===== src/hdl/div_arith_pkg.sv =====
// Divider arithmetic definitions
package div_arith_pkg;

   // Operand and result width
   localparam int DATA_W = 32;

   // Operation code, bit 0 selects unsigned, bit 1 selects remainder
   localparam int OP_W = 2;
   localparam logic [OP_W-1:0] OP_DIV  = 2'd0;
   localparam logic [OP_W-1:0] OP_DIVU = 2'd1;
   localparam logic [OP_W-1:0] OP_REM  = 2'd2;
   localparam logic [OP_W-1:0] OP_REMU = 2'd3;

   localparam int OP_UNSIGNED_BIT = 0;
   localparam int OP_REM_BIT      = 1;

   // One quotient bit per iteration, then one correction step
   localparam int ITER_COUNT    = 32;
   localparam int CORRECT_CYCLE = 33;
   localparam int CNT_W         = 6;

endpackage


===== src/hdl/div_flow_pkg.sv =====
// Divider result flow definitions
package div_flow_pkg;

   // Result queue
   localparam int QUEUE_DEPTH = 4;
   localparam int QPTR_W      = 2;

   // Output channel credits held after reset
   localparam int OUT_CREDITS = 2;
   localparam int CRED_W      = 2;

endpackage


===== src/hdl/div_push_if.sv =====
// Core to result queue channel
`timescale 1ns/100ps

interface div_push_if
   import div_arith_pkg::*;
();

   // Finished result, always lands in a reserved slot
   logic              push;
   logic [DATA_W-1:0] quot;
   logic [DATA_W-1:0] rem;
   logic              is_rem;
   logic              neg_q;
   logic              neg_r;

   // Slot reservation
   logic              reserve;
   logic              release_slot;
   logic              slot_free;

   modport core (
      output push, quot, rem, is_rem, neg_q, neg_r, reserve, release_slot,
      input  slot_free
   );

   modport queue (
      input  push, quot, rem, is_rem, neg_q, neg_r, reserve, release_slot,
      output slot_free
   );

endinterface


===== src/hdl/div_pop_if.sv =====
// Result queue to sender channel
`timescale 1ns/100ps

interface div_pop_if
   import div_arith_pkg::*;
();

   // Head entry of the queue
   logic              valid;
   logic [DATA_W-1:0] quot;
   logic [DATA_W-1:0] rem;
   logic              is_rem;
   logic              neg_q;
   logic              neg_r;

   // Only while valid is high
   logic              pop;

   modport queue (
      output valid, quot, rem, is_rem, neg_q, neg_r,
      input  pop
   );

   modport send (
      input  valid, quot, rem, is_rem, neg_q, neg_r,
      output pop
   );

endinterface


===== src/hdl/div_iterate.sv =====
// Iterative divide core
`timescale 1ns/100ps

module div_iterate
   import div_arith_pkg::*;
(
   input  logic              clk,
   input  logic              rst_n,
   input  logic              req_valid,
   output logic              req_ready,
   input  logic [OP_W-1:0]   req_op,
   input  logic [DATA_W-1:0] req_dividend,
   input  logic [DATA_W-1:0] req_divisor,
   input  logic              cancel,
   div_push_if.core          push_if
);

   logic              busy;
   logic [CNT_W-1:0]  count;
   logic              accept;
   logic              iter_step;
   logic              correct_step;
   logic              push_cycle;

   logic              sign_in;
   logic              dvd_neg;
   logic              dvs_neg;
   logic [DATA_W-1:0] dvd_mag;
   logic [DATA_W-1:0] dvs_mag;

   // Partial remainder carries one extra sign bit
   logic [DATA_W:0]   a_ff;
   logic [DATA_W:0]   m_ff;
   logic [DATA_W-1:0] q_ff;
   logic [DATA_W:0]   a_shift;
   logic [DATA_W:0]   a_sum;
   logic              rem_ff;
   logic              neg_q_ff;
   logic              neg_r_ff;

   assign req_ready = ~busy & push_if.slot_free;
   assign accept    = req_valid & req_ready;

   // Signed divide by zero is run as unsigned so the raw dividend comes back
   assign sign_in = ~req_op[OP_UNSIGNED_BIT] & (req_divisor != '0);
   assign dvd_neg = sign_in & req_dividend[DATA_W-1];
   assign dvs_neg = sign_in & req_divisor[DATA_W-1];
   assign dvd_mag = dvd_neg ? -req_dividend : req_dividend;
   assign dvs_mag = dvs_neg ? -req_divisor : req_divisor;

   // Count runs 1..32 for quotient bits, 33 to correct, 34 to push
   assign iter_step    = busy & (count <= CNT_W'(ITER_COUNT));
   assign correct_step = busy & (count == CNT_W'(CORRECT_CYCLE));
   assign push_cycle   = busy & (count == CNT_W'(CORRECT_CYCLE + 1));

   // Non-restoring step, add back when the last remainder went negative
   assign a_shift = {a_ff[DATA_W-1:0], q_ff[DATA_W-1]};
   assign a_sum   = a_ff[DATA_W] ? (a_shift + m_ff) : (a_shift - m_ff);

   always_ff @(posedge clk) begin
      if (!rst_n) begin
         busy  <= 1'b0;
         count <= '0;
      end else if (accept) begin
         busy  <= 1'b1;
         count <= CNT_W'(1);
      end else if (busy) begin
         if (cancel || push_cycle) begin
            busy  <= 1'b0;
            count <= '0;
         end else begin
            count <= count + 1'b1;
         end
      end
   end

   always_ff @(posedge clk) begin
      if (accept) begin
         a_ff     <= '0;
         q_ff     <= dvd_mag;
         m_ff     <= {1'b0, dvs_mag};
         rem_ff   <= req_op[OP_REM_BIT];
         neg_q_ff <= dvd_neg ^ dvs_neg;
         neg_r_ff <= dvd_neg;
      end else if (iter_step) begin
         a_ff <= a_sum;
         q_ff <= {q_ff[DATA_W-2:0], ~a_sum[DATA_W]};
      end else if (correct_step && a_ff[DATA_W]) begin
         // Restore a negative final remainder
         a_ff <= a_ff + m_ff;
      end
   end

   assign push_if.reserve      = accept;
   assign push_if.release_slot = busy & cancel;
   assign push_if.push         = push_cycle & ~cancel;
   assign push_if.quot         = q_ff;
   assign push_if.rem          = a_ff[DATA_W-1:0];
   assign push_if.is_rem       = rem_ff;
   assign push_if.neg_q        = neg_q_ff;
   assign push_if.neg_r        = neg_r_ff;

endmodule


===== src/hdl/div_result_queue.sv =====
// Result FIFO with slot reservation
`timescale 1ns/100ps

module div_result_queue
   import div_arith_pkg::*;
   import div_flow_pkg::*;
(
   input  logic      clk,
   input  logic      rst_n,
   div_push_if.queue push_if,
   div_pop_if.queue  pop_if
);

   logic [DATA_W-1:0] quot_mem [QUEUE_DEPTH];
   logic [DATA_W-1:0] rem_mem  [QUEUE_DEPTH];
   logic [2:0]        flag_mem [QUEUE_DEPTH];

   logic [QPTR_W-1:0] wr_ptr;
   logic [QPTR_W-1:0] rd_ptr;
   // Entries written and not yet popped
   logic [QPTR_W:0]   stored;
   // Stored entries plus slots held by the core
   logic [QPTR_W:0]   used;

   always_ff @(posedge clk) begin
      if (!rst_n) begin
         wr_ptr <= '0;
         rd_ptr <= '0;
         stored <= '0;
         used   <= '0;
      end else begin
         if (push_if.push)
            wr_ptr <= wr_ptr + 1'b1;
         if (pop_if.pop)
            rd_ptr <= rd_ptr + 1'b1;
         stored <= stored + (QPTR_W+1)'(push_if.push) - (QPTR_W+1)'(pop_if.pop);
         used   <= used + (QPTR_W+1)'(push_if.reserve)
                        - (QPTR_W+1)'(push_if.release_slot)
                        - (QPTR_W+1)'(pop_if.pop);
      end
   end

   always_ff @(posedge clk) begin
      if (push_if.push) begin
         quot_mem[wr_ptr] <= push_if.quot;
         rem_mem[wr_ptr]  <= push_if.rem;
         flag_mem[wr_ptr] <= {push_if.is_rem, push_if.neg_q, push_if.neg_r};
      end
   end

   assign push_if.slot_free = (used < QUEUE_DEPTH);

   // Head entry
   assign pop_if.valid  = (stored != '0);
   assign pop_if.quot   = quot_mem[rd_ptr];
   assign pop_if.rem    = rem_mem[rd_ptr];
   assign pop_if.is_rem = flag_mem[rd_ptr][2];
   assign pop_if.neg_q  = flag_mem[rd_ptr][1];
   assign pop_if.neg_r  = flag_mem[rd_ptr][0];

endmodule


===== src/hdl/div_result_send.sv =====
// Credit-counted result sender
`timescale 1ns/100ps

module div_result_send
   import div_arith_pkg::*;
   import div_flow_pkg::*;
(
   input  logic              clk,
   input  logic              rst_n,
   div_pop_if.send           pop_if,
   output logic              res_valid,
   output logic [DATA_W-1:0] res_data,
   input  logic              res_credit
);

   logic [CRED_W-1:0] credits;
   logic              send;
   logic [DATA_W-1:0] sel_mag;
   logic              sel_neg;
   logic [DATA_W-1:0] result;

   // One result per held credit
   assign send       = pop_if.valid & (credits != '0);
   assign pop_if.pop = send;

   // Pick quotient or remainder, then restore its sign
   assign sel_mag = pop_if.is_rem ? pop_if.rem : pop_if.quot;
   assign sel_neg = pop_if.is_rem ? pop_if.neg_r : pop_if.neg_q;
   assign result  = sel_neg ? -sel_mag : sel_mag;

   always_ff @(posedge clk) begin
      if (!rst_n) begin
         credits   <= CRED_W'(OUT_CREDITS);
         res_valid <= 1'b0;
      end else begin
         credits   <= credits - CRED_W'(send) + CRED_W'(res_credit);
         res_valid <= send;
      end
   end

   always_ff @(posedge clk) begin
      if (send)
         res_data <= result;
   end

endmodule


===== src/hdl/div_unit.sv =====
// Integer divide unit top
`timescale 1ns/100ps

module div_unit
   import div_arith_pkg::*;
(
   input  logic              clk,
   input  logic              rst_n,

   // Request
   input  logic              req_valid,
   output logic              req_ready,
   input  logic [OP_W-1:0]   req_op,
   input  logic [DATA_W-1:0] req_dividend,
   input  logic [DATA_W-1:0] req_divisor,

   // Drops the operation being iterated
   input  logic              cancel,

   // Credit based result channel
   output logic              res_valid,
   output logic [DATA_W-1:0] res_data,
   input  logic              res_credit
);

   div_push_if push_bus ();
   div_pop_if  pop_bus ();

   div_iterate u_iterate (
      .clk          (clk),
      .rst_n        (rst_n),
      .req_valid    (req_valid),
      .req_ready    (req_ready),
      .req_op       (req_op),
      .req_dividend (req_dividend),
      .req_divisor  (req_divisor),
      .cancel       (cancel),
      .push_if      (push_bus.core)
   );

   div_result_queue u_queue (
      .clk     (clk),
      .rst_n   (rst_n),
      .push_if (push_bus.queue),
      .pop_if  (pop_bus.queue)
   );

   div_result_send u_send (
      .clk        (clk),
      .rst_n      (rst_n),
      .pop_if     (pop_bus.send),
      .res_valid  (res_valid),
      .res_data   (res_data),
      .res_credit (res_credit)
   );

endmodule


===== config.mk =====
export PLATFORM = sky130hd
export DESIGN_NAME = div_unit
export DESIGN_NICKNAME = d
export VERILOG_FILES = /design/src/hdl/div_arith_pkg.sv /design/src/hdl/div_flow_pkg.sv /design/src/hdl/div_push_if.sv /design/src/hdl/div_pop_if.sv /design/src/hdl/div_iterate.sv /design/src/hdl/div_result_queue.sv /design/src/hdl/div_result_send.sv /design/src/hdl/div_unit.sv
export SDC_FILE = /design/constraint.sdc
export NUM_CORES = 1
export LEC_CHECK = 0
export CORE_MARGIN = 2
export CORE_UTILIZATION = 40
export DETAILED_ROUTE_END_ITERATION = 7
export DONT_BUFFER_PORTS = 1
export GPL_TIMING_DRIVEN = 0
export PLACE_DENSITY = 0.51
export SETUP_SLACK_MARGIN = 0.4
export SLEW_MARGIN = 30
export SYNTH_ARGS = -nofsm -noshare
export SYNTH_HDL_FRONTEND = slang
export SYNTH_SLANG_ARGS = --single-unit

===== constraint.sdc =====
create_clock -name clk -period 5.3 [get_ports clk]
set_clock_uncertainty 0.1 [all_clocks]
set_input_delay 0.265 -clock clk [delete_from_list [all_inputs] [get_ports clk]]
set_output_delay 0.265 -clock clk [all_outputs]
set_load 0.01 [all_outputs]

Word level (Yosys, flattened, before mapping)
Memories as Yosys holds them, arrays and structs flattened. A register that Yosys moved wholly into a read port is not among the register bits.
Cells that the tools add are included.
{"block": "classes", "add_sub_neg": 16, "multipliers": 0, "n_div": 0, "magnitude_cmp": 2, "eq_ne": 2, "shifts": 0, "mux": 24, "bitwise_logic": 17, "n_reduce_logical": 9}
{"operator": "$mux 32", "n": 6}
{"operator": "$mux 33", "n": 3}
{"operator": "$neg 32->32", "n": 3}
{"operator": "$add 33x32->33", "n": 2}
{"operator": "$sub 33x32->33", "n": 1}
{"operator": "$reduce_bool 32->1", "n": 1}
{"operator": "$eq 6x6->1 const B", "n": 2}
{"operator": "$mux 2", "n": 6}
{"operator": "$and 1x1->1", "n": 11}
{"operator": "$sub 3x1->3", "n": 3}
{"operator": "$mux 1", "n": 8}
{"operator": "$reduce_bool 2->1", "n": 4}
{"operator": "$add 3x1->3", "n": 2}
{"operator": "$add 6x1->6 const B", "n": 1}
{"operator": "$le 6x6->1 const B", "n": 1}
{"operator": "$mux 6", "n": 1}
{"operator": "$not 1->1", "n": 5}
{"operator": "$add 2x1->2 const B", "n": 2}
{"operator": "$lt 3x3->1 const B", "n": 1}
{"operator": "$reduce_bool 3->1", "n": 1}
{"operator": "$add 2x1->2", "n": 1}
{"operator": "$reduce_or 2->1", "n": 1}
{"operator": "$sub 2x1->2", "n": 1}
{"operator": "$logic_and 1x1->1", "n": 1}
{"operator": "other kinds (2)", "n": 2}
{"block": "word_totals", "ff_bits": 152, "latchBits": 0, "mem_bits_rw": 268, "mem_bits_ro": 0, "word_cells": 89, "memories": 3}
{"name": "u_queue.quot_mem", "depth": 4, "word_bits": 32, "rd": 1, "rd_clocked_by_memory_dff": 1, "write_ports": 1, "line": "div_result_queue.sv:14", "source": "logic [DATA_W-1:0] quot_mem [QUEUE_DEPTH];"}
{"name": "u_queue.rem_mem", "depth": 4, "word_bits": 32, "rd": 1, "rd_clocked_by_memory_dff": 1, "write_ports": 1, "line": "div_result_queue.sv:15", "source": "logic [DATA_W-1:0] rem_mem [QUEUE_DEPTH];"}
{"name": "u_queue.flag_mem", "depth": 4, "word_bits": 3, "rd": 1, "rd_clocked_by_memory_dff": 1, "write_ports": 1, "line": "div_result_queue.sv:16", "source": "logic [2:0] flag_mem [QUEUE_DEPTH];"}

Logic depth before layout (Yosys ltp)
{"block": "depth", "depth_word": 6, "ltp_mapped": 19}

By module
A second synthesis with hierarchy kept.
{"block": "hier_totals", "cells_unflattened": 1830, "area_unflattened_um2": 22489.1}
{"module": "div_result_queue", "n_inst": 1, "cells_each": 409, "area_per_inst_um2": 10318.6, "seq_area_each_um2": 8287.9}
{"module": "div_iterate", "n_inst": 1, "cells_each": 1184, "area_per_inst_um2": 9731.8, "seq_area_each_um2": 2812.7}
{"module": "div_result_send", "n_inst": 1, "cells_each": 237, "area_per_inst_um2": 2438.6, "seq_area_each_um2": 1021.0}

Worst setup path before layout
Ideal clock, no wire load.
{"block": "synth_timing", "kind": "flip-flop to flip-flop", "startpoint": "reg u_iterate.m_ff[16]", "endpoint": "reg u_iterate.q_ff[0], in the netlist u_iterate.push_if.quot[0], data pin", "arrival_time_ns": 4.079, "required_time_ns": 4.930, "setup_slack_ns": 0.851, "path_stages_with_launch": 17, "n_path_buf": 0, "period_less_slack_ns": 4.449, "cell_sequence": "edfxtp_1 or4_4 nor4_4 nor3b_2 or4b_4 o31ai_1 xnor2_1 ha_1 and4_1 nor2b_1 o21a_1 o21a_1 a211oi_1 o21bai_1 a21oi_1 xnor2_1 o21ai_0"}
{"block": "synth_between", "elab_chain_len": 5, "elab_cells_between_ends": 6, "cone_classes": "2 x add/sub; 3 x mux; 1 x bitwise"}
{"element": "from (decl)", "line": "div_iterate.sv:33", "source": "logic [DATA_W:0] m_ff;"}
{"element": "from (signal assigned)", "line": "div_iterate.sv:81", "source": "m_ff <= {1'b0, dvs_mag};"}
{"element": "$sub 33x32->33 / $add 33x32->33 (equally long branches)", "line": "div_iterate.sv:58", "source": "assign a_sum = a_ff[DATA_W] ? (a_shift + m_ff) : (a_shift - m_ff);"}
{"element": "$mux 33 (*)", "line": "div_iterate.sv:58"}
{"element": "$not 1->1 (*)", "line": "div_iterate.sv:87", "source": "q_ff <= {q_ff[DATA_W-2:0], ~a_sum[DATA_W]};"}
{"element": "$mux 32 (*)", "line": "div_iterate.sv:85", "source": "end else if (iter_step) begin"}
{"element": "$mux 32 (*)", "line": "div_iterate.sv:78", "source": "if (accept) begin"}
{"element": "to (signal assigned)", "line": "div_iterate.sv:80", "source": "q_ff <= dvd_mag;"}
{"element": "to (signal assigned)", "line": "div_iterate.sv:87"}
{"element": "to (decl)", "line": "div_iterate.sv:34", "source": "logic [DATA_W-1:0] q_ff;"}
Every way passes the cells marked *; elsewhere a longest branch is shown, timed or not. The select of a mux whose other input is x is not followed.
A chain may end at the register's enable or synchronous reset.

Worst setup path after layout
{"block": "layout_timing", "startpoint": "reg u_iterate.m_ff[14]", "endpoint": "reg u_iterate.q_ff[0], in the netlist u_iterate.push_if.quot[0], data pin"}
Same word-level chain as after synthesis.

==> results.py <==
metrics = {
    "grt": {
        "antenna_found_initial": 0,
        "grt.overflow.total": 0,
        "grt_max_degree": 44,
        "grt_pass1_wl_mm": 87.9,
        "grt_pass1_vias": 14558,
        "grt_usage_pct": 20.6,
    },
    "placement": {
        "place.gp.congestion": 0.861,
        "dp_slack_ps": -442,
        "portBuffers": 0,
        "hpwlAfterDp_mm": 41.6,
    },
    "sta": {
        "slew_violations": 0,
        "clock.fmax_mhz": 210,
        "finalSetupTns_ps": 0,
        "finalWorstSetupSlack_ps": 531,
        "min_period_ps": 4770,
        "period_share_pct": 90.0,
        "hold_viol": 0,
        "grt_setup_unrepaired": "true",
        "setup_violations": 0,
        "worstMarginPinSlew_ps": 925,
        "slew_headroom_pct": 38.3,
    },
    "drt": {
        "ant_nets": 0,
        "route.detailed.drc": 0,
        "via_count": 14739,
        "avgRoutedWirePerCell_um": 22.2,
        "vias_per_cell": 5.58,
        "dr.pass1.iters": 5,
        "drt_iter0_drc": 1027,
        "drt_wl_total_mm": 58.6,
    },
    "final_layout": {
        "seqCellArea_um2": 12100,
        "drive_gt1_share_pct": 12.6,
        "syn2layout_area_growth_pct": 17.9,
        "multi_input_area_um2": 9440,
        "fillCellCount": 4863,
        "layout_common_cells": "edfxtp_1, nand2_1, a21oi_1",
        "fin_util_pct": 47.8,
        "layout_commonest_cell": "edfxtp_1",
        "fin_nets": 2062,
    },
    "setup_path": {
        "crit_type": "reg2reg",
        "worstPathCellList": "or4_4 > nor4_4 > nor3b_4 > or4b_4 > nor2_2 > nor2_1 > a21oi_2 > xnor2_2 > ha_4 > and4_4 > nor2b_1 > o21a_1 > o21a_1 > a211oi_2 > o21bai_1 > a21oi_2 > xnor2_2 > buf_6 > o21ai_0",
        "worstPathArrival_ps": 4980,
        "cp-start-kind": "register",
        "rr_startpoint": "u_iterate.m_ff[14]",
        "critPathSlowestCell": "or4_4",
        "critPathMaxStageDelay_ps": 590,
        "critPathRequiredTime_ps": 5510,
        "crit_start": "u_iterate.m_ff[14]",
        "critPathCaptureType": "register",
        "path_max_fanout": 5,
    },
    "power_and_ir_drop": {
        "power_frac_clock_pct": 24.7,
        "peakVddDrop_mv": 0.256,
        "leakagePower_nw": 9.10,
        "p_switching_w": 0.00508,
        "pwr_density_cell_nw_per_um2": 534,
        "seqPwrFrac_pct": 36.6,
        "netSwitchingFraction_pct": 36.9,
        "p_comb_share_pct": 38.7,
        "intPower_w": 0.00870,
    },
    "die": {
        "start_util_pct": 40.6,
        "dieArea_um2": 56700,
        "die_w_um": 238,
        "core_um2": 54000,
        "die_h_um": 238,
        "ios": 105,
        "rows": 85,
    },
    "clocking": {
        "clockRootBuffer": "clkbuf_16",
        "clock_latency_ps": 600,
        "cts_tree": "built",
        "h-tree-depth": 2,
        "clockBufferDepth": 3,
        "clock-sinks": 422,
        "clkSlewWorstSetupHoldPaths_ps": 70,
        "cts_buffers": 47,
    },
    "synthesis": {
        "async_reset_ff_share_pct": 0,
        "synth_area_leaders": "edfxtp_1, mux4_2, dfxtp_1",
        "synth_top_cell_by_area": "edfxtp_1",
        "yosys_warnings": 0,
        "ys.flop_type": "edfxtp_1",
        "syn_nets": 1896,
        "yosysTopAreaCellShare_pct": 50.3,
        "syn_avg_cell_area_um2": 12.6,
        "ys_ff_latch": 422,
        "yosysUniqueCellTypes": 86,
        "netlist_instances": 1738,
        "ys_seq_area_share_pct": 55.3,
        "synth_edf_count": 367,
        "syn_area_um2": 21900,
    },
    "worst_hold_path": {
        "hold_class": "in2reg",
        "min_from": "req_divisor[10]",
    },
    "outcome": {
        "status": "complete, no violations",
    },
    "job": {
        "maxCapViolCount": 0,
    },
}
[power by group through the flow]
stage	clock (W)	sequential (W)	combinational [W]
finish	0.00340	0.00504	0.00534
global placement	0	0.00509	0.00500
floorplan	0	0.00485	0.00385
global route	0.00358	0.00511	0.00588
CTS	0.00348	0.00503	0.00522
detailed placement	0	0.00510	0.00507
[cells by family (layout without fill, tap and decap cells)]
group	count (synthesis)	count (layout)	synth area share, %
muxes	110	110	8.78
adders and majority gates	87	87	5.11
buffers and inverters	118	323	2.42
DFF	422	422	55.3
and+or+nand+nor	416	416	9.58
other	0	1	0
AOI/OAI and AO/OA	410	410	11.8
xor gates and xnor gates	175	175	7.00
[layout make-up]
| class | instances | area share (%) |
|---|---|---|
| Sequential cell | 422 | 46.9 |
| Multi-Input combinational cell | 1198 | 36.6 |
| Timing Repair Buffer | 117 | 4.76 |
| Clock buffer | 50 | 4.68 |
| Tap cell | 696 | 3.37 |
| Clock inverter | 38 | 1.59 |
| Buffer | 69 | 1.38 |
| Inverter | 49 | 0.712 |
| Antenna cell | 1 | 0.00969 |
[flip-flops by register name (all words and copies together), names as in the netlist, 3 cells and up, named ones only]
name and count:
u_iterate.m_ff 32, u_iterate.count 6, u_send.res_data 32, u_queue.stored 3, u_iterate.push_if.quot 32, u_queue.rem_mem 128, u_queue.used 3, u_iterate.a_ff 33
u_queue.flag_mem 12, u_queue.quot_mem 128
[worst paths after layout]
check,to,slack [ps],cells past startpoint
hold / removal,u_iterate.m_ff[12],10,3
setup reg to reg,u_iterate.push_if.quot[0],530,19
hold reg to reg,u_queue.flag_mem[1][0],410,0
setup / recovery,u_iterate.push_if.quot[0],530,19
[per-stage QoR]
step	area (um^2)	cells	power [W]	hold slack, ps
3_3_place_gp	22800	2434	0.0101	264
4_1_cts	25600	2620	0.0137	0.371
3_5_place_dp	23000	2441	0.0102	264
2_1_floorplan	21900	1738	0.00869	264
6_report	25800	2640	0.0138	9.78
5_1_grt	25800	2639	0.0146	10.1
[Yosys cell counts, types with 20 or more instances]
cell type	instances
nand2_1	118
mux4_2	60
mux2i_1	39
nand3_1	23
a21o_1	25
inv_1	48
o21ai_0	95
clkbuf_1	47
a211oi_1	26
edfxtp_1	367
xor2_1	84
and2_1	28
nor3_1	36
xnor2_1	91
ha_1	83
a31oi_1	20
nor2_1	100
a21oi_1	113
dfxtp_1	55
[repair_timing]
action                                  CTS  global route
resized for setup                        12            27
hold endpoints to repair                 80             0
hold buffers                             89             0
pin swaps                                 1            12
buffers inserted                          2            19
endpoints found under the setup margin   10             9
[per-layer routing]
layer / up-vias / routed length (um) / GRT usage [%]
li1: 7005 / - / -
met1: 7278 / 26800 / 28.4
met2: 358 / 27900 / 34.3
met3: 98 / 2320 / 2.11
met4: 0 / 1620 / 6.84
met5: - / 0 / 0
[critical path, delay by kind of cell, from the launching register on]
family	cells	cell delay [ps]
xor+xnor	2	320
flops	1	380
simple gates	8	2170
buf+inv	1	150
fa+ha+maj	1	260
compound gates	7	1100
Note: power is estimated with default switching activity, not from simulation.
